### config.mk
export PLATFORM = sky130hd
export DESIGN_NAME = fpSopChain
export DESIGN_NICKNAME = d
export VERILOG_FILES = /design/src/logic/fpSopPkg.sv /design/src/logic/addDecode.sv /design/src/logic/addExecute.sv /design/src/logic/addResult.sv /design/src/logic/fp16Multiplier.sv /design/src/logic/fpAddPipe.sv /design/src/logic/fpSopChain.sv
export VERILOG_INCLUDE_DIRS = /design/src /design/src/logic
export SDC_FILE = /design/constraint.sdc
export NUM_CORES = 2
export LEC_CHECK = 0
export BUFFER_PORTS_ARGS = -buffer_cell sky130_fd_sc_hd__buf_2
export CAP_MARGIN = 20
export CORE_AREA = 2 2 259 388
export DETAILED_ROUTE_END_ITERATION = 6
export DIE_AREA = 0 0 261 390
export PLACE_DENSITY_LB_ADDON = 0.12
export RECOVER_POWER = 100
export SLEW_MARGIN = 10
export SYNTH_ARGS = -nofsm -noshare
export SYNTH_HDL_FRONTEND = slang
export SYNTH_HIERARCHICAL = 1
export SYNTH_SLANG_ARGS = --single-unit
### constraint.sdc
create_clock -name clk -period 22.5 [get_ports clk]
set_input_delay 1.125 -clock clk [delete_from_list [all_inputs] [get_ports clk]]
set_output_delay 1.125 -clock clk [all_outputs]
set_load 0.02 [all_outputs]
### src/logic/fpSop_defines.svh
`ifndef FPSOP_DEFINES_SVH
`define FPSOP_DEFINES_SVH

// Half precision operand fields
`define FP16_EXP_W 5
`define FP16_MAN_W 10
`define FP16_BIAS 15

// Single precision fields
`define FP32_EXP_W 8
`define FP32_MAN_W 23
`define FP32_BIAS 127

// Adder datapath
`define ALIGN_W 24    // Hidden bit plus fraction
`define GUARD_BITS 8  // Room below the LSB for normalize and round

// Carry bit, aligned significand, guard bits
`define SUM_W (1 + `ALIGN_W + `GUARD_BITS)

`endif

### src/logic/fpSopPkg.sv
`include "fpSop_defines.svh"

package fpSopPkg;

	// Half precision input word
	typedef struct packed {
		logic sign;
		logic [`FP16_EXP_W-1:0] exponent;
		logic [`FP16_MAN_W-1:0] fraction;
	} fp16Word;

	// Single precision word, products and sums
	typedef struct packed {
		logic sign;
		logic [`FP32_EXP_W-1:0] exponent;
		logic [`FP32_MAN_W-1:0] fraction;
	} fp32Word;

	//////////////////////////////
	// Adder stage payloads
	//////////////////////////////

	// Decode to execute
	typedef struct packed {
		logic signBig;                     // Sign of larger magnitude
		logic signSmall;
		logic [`FP32_EXP_W-1:0] expBig;    // Common exponent
		logic [`ALIGN_W-1:0] manBig;       // Hidden bit included
		logic [`ALIGN_W-1:0] manSmall;     // Already shifted right
		logic effSub;                      // Signs differ
	} alignedOps;

	// Execute to result
	typedef struct packed {
		logic [`FP32_MAN_W-1:0] normMan;   // Fraction below leading one
		logic signed [`FP32_EXP_W:0] normExp;
		logic zeroSum;
		logic guardBit;                    // First bit below LSB
		logic roundBit;
		logic stickyBit;                   // OR of everything lower
		logic signOut;
	} normSum;

endpackage

### src/logic/addDecode.sv
`timescale 1ns/1ps
`include "fpSop_defines.svh"

module addDecode (
	input  fpSopPkg::fp32Word a,
	input  fpSopPkg::fp32Word b,
	output fpSopPkg::alignedOps ops
);
	import fpSopPkg::*;

	localparam int SHIFT_W = $clog2(`ALIGN_W);   // Shifts below ALIGN_W fit here

	fp32Word bigOp;
	fp32Word smallOp;
	logic bSwap;                                // B has the larger magnitude
	logic [`FP32_EXP_W-1:0] expDiff;
	logic [SHIFT_W-1:0] shiftAmt;
	logic shiftOut;                             // Whole significand shifted away
	logic [`ALIGN_W-1:0] manSmallRaw;
	logic [`ALIGN_W-1:0] coarse;
	logic [`ALIGN_W-1:0] fine;

	//////////////////////////////
	// Operand ordering
	//////////////////////////////

	// Exponent then fraction, so a plain compare orders magnitudes
	assign bSwap = {a.exponent, a.fraction} < {b.exponent, b.fraction};
	assign bigOp = bSwap ? b : a;
	assign smallOp = bSwap ? a : b;

	assign expDiff = bigOp.exponent - smallOp.exponent;   // Never negative
	assign shiftAmt = expDiff[SHIFT_W-1:0];
	assign shiftOut = expDiff >= `FP32_EXP_W'(`ALIGN_W);

	// Zero exponent field, whole significand is zero
	assign manSmallRaw = (smallOp.exponent == '0) ? '0 : {1'b1, smallOp.fraction};

	//////////////////////////////
	// Alignment shifter
	//////////////////////////////

	// Coarse step in multiples of four
	always_comb begin
		case (shiftAmt[SHIFT_W-1:2])
			3'd0: coarse = manSmallRaw;
			3'd1: coarse = manSmallRaw >> 4;
			3'd2: coarse = manSmallRaw >> 8;
			3'd3: coarse = manSmallRaw >> 12;
			3'd4: coarse = manSmallRaw >> 16;
			3'd5: coarse = manSmallRaw >> 20;
			default: coarse = '0;               // 24 and above, caught by shiftOut too
		endcase
	end

	assign fine = coarse >> shiftAmt[1:0];    // Remaining 0 to 3

	always_comb begin
		ops.signBig = bigOp.sign;
		ops.signSmall = smallOp.sign;
		ops.expBig = bigOp.exponent;
		ops.manBig = (bigOp.exponent == '0) ? '0 : {1'b1, bigOp.fraction};
		ops.manSmall = shiftOut ? '0 : fine;   // Saturate large gaps to zero
		ops.effSub = bigOp.sign ^ smallOp.sign;
	end

endmodule

### src/logic/addExecute.sv
`timescale 1ns/1ps
`include "fpSop_defines.svh"

module addExecute (
	input  fpSopPkg::alignedOps ops,
	output fpSopPkg::normSum norm
);

	localparam int LZ_W = $clog2(`SUM_W + 1);           // Counts 0 to SUM_W
	localparam int MAN_LSB = `SUM_W - 1 - `FP32_MAN_W;  // Fraction LSB after normalize
	localparam int EXP_W = `FP32_EXP_W + 1;             // Signed room

	logic [`SUM_W-1:0] bigExt;
	logic [`SUM_W-1:0] smallExt;
	logic [`SUM_W-1:0] sumRaw;
	logic [LZ_W-1:0] leadZeros;
	logic [`SUM_W-1:0] coarse;
	logic [`SUM_W-1:0] sumNorm;
	logic zeroSum;

	// Carry bit on top, guard space below
	assign bigExt = {1'b0, ops.manBig, {`GUARD_BITS{1'b0}}};
	assign smallExt = {1'b0, ops.manSmall, {`GUARD_BITS{1'b0}}};

	// Big minus small stays non-negative
	assign sumRaw = ops.effSub ? (bigExt - smallExt) : (bigExt + smallExt);
	assign zeroSum = (sumRaw == '0);

	//////////////////////////////
	// Leading one and normalize
	//////////////////////////////

	// Priority encoder, highest set bit wins
	always_comb begin
		leadZeros = LZ_W'(`SUM_W);             // All zero
		for (int i = 0; i < `SUM_W; i++) begin
			if (sumRaw[i]) begin
				leadZeros = LZ_W'(`SUM_W - 1 - i);
			end
		end
	end

	// Two level left shift, leading one ends in the top bit
	assign coarse = sumRaw << {leadZeros[LZ_W-1:2], 2'b00};
	assign sumNorm = coarse << leadZeros[1:0];

	always_comb begin
		norm.normMan = sumNorm[`SUM_W-2:MAN_LSB];
		// One leading zero means no change, carry gives plus one
		norm.normExp = $signed({1'b0, ops.expBig}) + EXP_W'(1)
			- $signed({{(EXP_W - LZ_W){1'b0}}, leadZeros});
		norm.zeroSum = zeroSum;
		norm.guardBit = sumNorm[MAN_LSB-1];
		norm.roundBit = sumNorm[MAN_LSB-2];
		norm.stickyBit = |sumNorm[MAN_LSB-3:0];
		// Exact cancellation is +0, two negative zeros stay negative
		norm.signOut = zeroSum ? (ops.signBig & ops.signSmall) : ops.signBig;
	end

endmodule

### src/logic/addResult.sv
`timescale 1ns/1ps
`include "fpSop_defines.svh"

module addResult (
	input  fpSopPkg::normSum norm,
	output fpSopPkg::fp32Word sum
);

	localparam int MAN_W = `FP32_MAN_W;
	localparam int EXP_W = `FP32_EXP_W;

	logic roundUp;
	logic [MAN_W:0] manRounded;               // Extra bit catches the carry
	logic manCarry;
	logic [EXP_W-1:0] expRounded;

	// Nearest even, a tie rounds up only onto an even LSB
	assign roundUp = norm.guardBit & (norm.roundBit | norm.stickyBit | norm.normMan[0]);

	assign manRounded = {1'b0, norm.normMan} + {{MAN_W{1'b0}}, roundUp};
	assign manCarry = manRounded[MAN_W];      // All ones rolled over

	// Carry leaves the fraction at zero, bump the exponent
	assign expRounded = norm.normExp[EXP_W-1:0] + {{(EXP_W - 1){1'b0}}, manCarry};

	always_comb begin
		sum.sign = norm.signOut;              // Zero sign already resolved
		if (norm.zeroSum) begin
			sum.exponent = '0;
			sum.fraction = '0;
		end else begin
			sum.exponent = expRounded;
			sum.fraction = manRounded[MAN_W-1:0];
		end
	end

endmodule

### src/logic/fp16Multiplier.sv
`timescale 1ns/1ps
`include "fpSop_defines.svh"

module fp16Multiplier (
	input  fpSopPkg::fp16Word a,
	input  fpSopPkg::fp16Word b,
	output fpSopPkg::fp32Word product
);

	localparam int SIG_W = `FP16_MAN_W + 1;             // Hidden bit plus fraction
	localparam int PROD_W = 2 * SIG_W;                  // 22 bit significand product
	localparam int PAD_W = `FP32_MAN_W - (PROD_W - 2);  // Low zeros when no carry out
	localparam int EXP_W = `FP32_EXP_W;
	// Rebias from two fp16 exponents to one fp32 exponent
	localparam logic [EXP_W-1:0] EXP_OFFSET = EXP_W'(`FP32_BIAS - 2 * `FP16_BIAS);

	logic [SIG_W-1:0] sigA;
	logic [SIG_W-1:0] sigB;
	logic [PROD_W-1:0] sigProd;
	logic carryOut;
	logic isZero;
	logic [EXP_W-1:0] expSum;

	assign sigA = {1'b1, a.fraction};
	assign sigB = {1'b1, b.fraction};
	assign sigProd = sigA * sigB;            // Exact, never needs rounding
	assign carryOut = sigProd[PROD_W-1];     // Product in [2,4)

	// Zero exponent field counts as zero
	assign isZero = (a.exponent == '0) || (b.exponent == '0);

	assign expSum = EXP_W'(a.exponent) + EXP_W'(b.exponent) + EXP_OFFSET
		+ EXP_W'(carryOut);

	always_comb begin
		product.sign = a.sign ^ b.sign;      // Kept even for zero
		if (isZero) begin
			product.exponent = '0;
			product.fraction = '0;
		end else if (carryOut) begin
			// Leading one at top, drop it and pad
			product.exponent = expSum;
			product.fraction = {sigProd[PROD_W-2:0], {(PAD_W - 1){1'b0}}};
		end else begin
			product.exponent = expSum;
			product.fraction = {sigProd[PROD_W-3:0], {PAD_W{1'b0}}};
		end
	end

endmodule

### src/logic/fpAddPipe.sv
`timescale 1ns/1ps

module fpAddPipe (
	input  logic clk,
	input  logic rst,
	input  fpSopPkg::fp32Word a,
	input  fpSopPkg::fp32Word b,
	output fpSopPkg::fp32Word sum
);
	import fpSopPkg::*;

	alignedOps decodeOut;
	alignedOps stage1;      // Aligned operands
	normSum executeOut;
	normSum stage2;         // Normalized sum
	normSum stage3;         // Feeds rounding

	//////////////////////////////
	// Stage logic
	//////////////////////////////

	addDecode decodeStage (
		.a   (a),
		.b   (b),
		.ops (decodeOut)
	);

	addExecute executeStage (
		.ops  (stage1),
		.norm (executeOut)
	);

	// Rounding is combinational after the last register
	addResult resultStage (
		.norm (stage3),
		.sum  (sum)
	);

	//////////////////////////////
	// Pipeline registers
	//////////////////////////////

	// Three registers, sum valid three edges after operands
	always_ff @(posedge clk) begin
		if (rst) begin
			stage1 <= '0;
			stage2 <= '0;
			stage3 <= '0;       // All-zero payload packs to +0
		end else begin
			stage1 <= decodeOut;
			stage2 <= executeOut;
			stage3 <= stage2;
		end
	end

endmodule

### src/logic/fpSopChain.sv
`timescale 1ns/1ps

module fpSopChain (
	input  logic clk,
	input  logic rst,
	input  fpSopPkg::fp16Word topA,
	input  fpSopPkg::fp16Word topB,
	input  fpSopPkg::fp16Word botA,
	input  fpSopPkg::fp16Word botB,
	input  fpSopPkg::fp32Word chainin,
	output fpSopPkg::fp32Word result,
	output fpSopPkg::fp32Word chainout
);
	import fpSopPkg::*;

	fp16Word topAReg;
	fp16Word topBReg;
	fp16Word botAReg;
	fp16Word botBReg;
	fp32Word prodTop;
	fp32Word prodBot;
	fp32Word partialSum;     // Sum of the two products
	fp32Word chainSum;

	// Operand input registers
	always_ff @(posedge clk) begin
		if (rst) begin
			topAReg <= '0;
			topBReg <= '0;
			botAReg <= '0;
			botBReg <= '0;
		end else begin
			topAReg <= topA;
			topBReg <= topB;
			botAReg <= botA;
			botBReg <= botB;
		end
	end

	//////////////////////////////
	// Products
	//////////////////////////////

	fp16Multiplier mulTop (.a(topAReg), .b(topBReg), .product(prodTop));
	fp16Multiplier mulBot (.a(botAReg), .b(botBReg), .product(prodBot));

	//////////////////////////////
	// Adder chain
	//////////////////////////////

	fpAddPipe sumPipe (
		.clk (clk),
		.rst (rst),
		.a   (prodTop),
		.b   (prodBot),
		.sum (partialSum)
	);

	// Chain input joins here unregistered, four edges behind the operands
	fpAddPipe chainPipe (
		.clk (clk),
		.rst (rst),
		.a   (partialSum),
		.b   (chainin),
		.sum (chainSum)
	);

	assign result = chainSum;
	assign chainout = chainSum;   // Feeds the next block in the column

endmodule

==> impl_results.md <==
* Status: finished with violations
* Failing checks: max-capacitance violations, max-slew violations
* Drt via density at 5.49
* Residual DRC at 0
* Final worst setup slack at 7.49 ns
* Cts repair resizes at 0
* GR Util All Layers at 0.228
* CTS tree: built
* Place WS at 10.37 ns
* Crit path launch: botAReg[2]
* Slew headroom at -2.63
* Die width at roughly 260 um
* Buffers on Ports at 161
* F_max at ~0.067 GHz
* Number of global-route vias before repair at ~32k
* Worst path slowest cell: clkbuf_1
* CTS Hold Bufs at 0
* Fin cells at roughly 5.8k
* Critical path launch point type: flip-flop
* R2R Path End: sumPipe/stage1[23]
* Setup TNS at 0 ns
* Hpwl dp at 95100 um
* FF-to-FF Start: botAReg[2]
* Cell area after synthesis at 0.0360 mm2
* Pre-antenna DRT Iters at 7
* Fin crit share at 0.667
* Nets at about 5k
* TritonCTS buffer count at 38
* Initial antenna violation count at 1
* Fin crit period at ~15 ns
* Layout area overhead at 5.82%
* Worst hold path type: reg -> reg
* Die height at slightly below 400 um
* Via total after detailed routing at roughly 32k
* Placer Congestion at about 0.96
* Boundary Pins at approximately 160
* Placed instance count at about 5.7k
* Row count at around 140
* Worst-Margin Slew at ~5.4 ns
* Max-slew violation count at 507
* # H-tree levels at 2
* WL final at approximately 120000 um
* Most frequent cells in the layout: nand2_1 (433), inv_1 (404), dfxtp_1 (326), a21oi_1 (306), nor2b_1 (297)
* Wire per inst at between 20 and 25 um
* Final setup viols at 0
* Crit Path Max Fanout at 75
* Reg-to-reg setup timing slack at around 7.5 ns
* Max stage delay on crit path at between 2 and 2.5 ns
* Area of the die at between 0.1 and 0.15 mm2
* Path type of the worst setup path: reg -> reg
* Syn Inst Count at between 4k and 5k
* Initial core utilization at 0.366
* Post-CTS Setup Inserts at 0
* Maximum root-to-sink buffer count at 3
* Commonest non-fill, non-tap cell in the layout: nand2_1
* CP arrival at ~15 ns
* CORE AREA at just under 0.1 mm2
* First-pass GRT wire length at 183000 um
* Final Skew at between 0.02 and 0.03 ns
* Critical Path End: sumPipe/stage1[23]
* Yosys warning count at 6
* Share of layout cells above drive strength 1 at 0.0892
* CP Capture Type: flip-flop
* Hold Violations, Final at 0
* Clk root buf: clkbuf_16
* Gr ovfl total at 0
* Clk Latency, worst-skew pair at about 0.6 ns
* Worst EP required at approximately 23 ns
* Crit-path most repeated cell: inv_1
* Largest net degree at the start of global routing at 103
* Detailed Route Iter0 Violations at approximately 1.9k
* Clk pin slew, worst setup/hold paths at ~0.060 ns
* Routed Antenna Nets at 0
* Cells on worst reg2reg path at 43
* RSZ-0062 raised after global routing: false
* Syn Area/Cell at ~8.0 um2
* Max Cap Violations at 8
* CTS sink count at about 330
[final cells by class]
class / count / area, um2
fillers: 10515 / 60400
multi-input cells: 3509 / 26200
well taps: 1287 / 1610
clock inverters: 22 / 259
flip-flops and latches: 326 / 6530
clock buffers: 45 / 1010
inverters: 411 / 1550
repair buffers: 194 / 935
diodes: 2 / 5.00
[worst min path at each step]
| stage | cells after the start | endpoint | start | slack (ns) |
|---|---|---|---|---|
| floorplan | 1 | chainPipe/stage3[0] | chainPipe/stage2[0] | 0.41 |
| global placement | 1 | chainPipe/stage3[27] | chainPipe/stage2[27] | 0.42 |
| detailed placement | 1 | chainPipe/stage3[23] | chainPipe/stage2[23] | 0.42 |
| CTS | 1 | chainPipe/stage3[6] | chainPipe/stage2[6] | 0.43 |
| global route | 1 | chainPipe/stage3[30] | chainPipe/stage2[30] | 0.44 |
| finish | 1 | chainPipe/stage3[6] | chainPipe/stage2[6] | 0.43 |
[routing by layer]
metal / vias to the layer above / global-route usage / share of wire
li1: 15646 / - / -
met1: 15218 / 0.239 / 0.37
met2: 685 / 0.442 / 0.54
met3: 257 / 0.0193 / 0.027
met4: 0 / 0.124 / 0.059
met5: - / 0 / 0
[stage by stage]
stage / hold slack (ns) / utilization / instance area, um2
after floorplan: 0.414 / - / 36000
after global placement: 0.416 / 0.377 / 37100
after detailed placement: 0.420 / 0.377 / 37100
after CTS: 0.431 / 0.390 / 38400
after global routing: 0.438 / 0.387 / 38100
final: 0.428 / 0.387 / 38100
[state kept, by name, indices dropped and copies added, names as in the netlist]
register	count
topBReg	16
chainPipe/stage1	59
botBReg	16
sumPipe/stage2	36
sumPipe/stage1	59
sumPipe/stage3	36
topAReg	16
botAReg	16
chainPipe/stage2	36
chainPipe/stage3	36
[worst max-delay path: cells and delay by family, from the launching register on]
kind                     cells  cell delay, ns
AO/OA/AOI/OAI               17            4.39
adder cells (fa/ha/maj)      9            3.83
buffers and inverters        7            2.70
flip-flops                   1            0.44
AND/OR/NAND/NOR             10            3.28
Power is not shown: default switching activity piles up to over one toggle a cycle in this logic, so the estimate is an artifact.
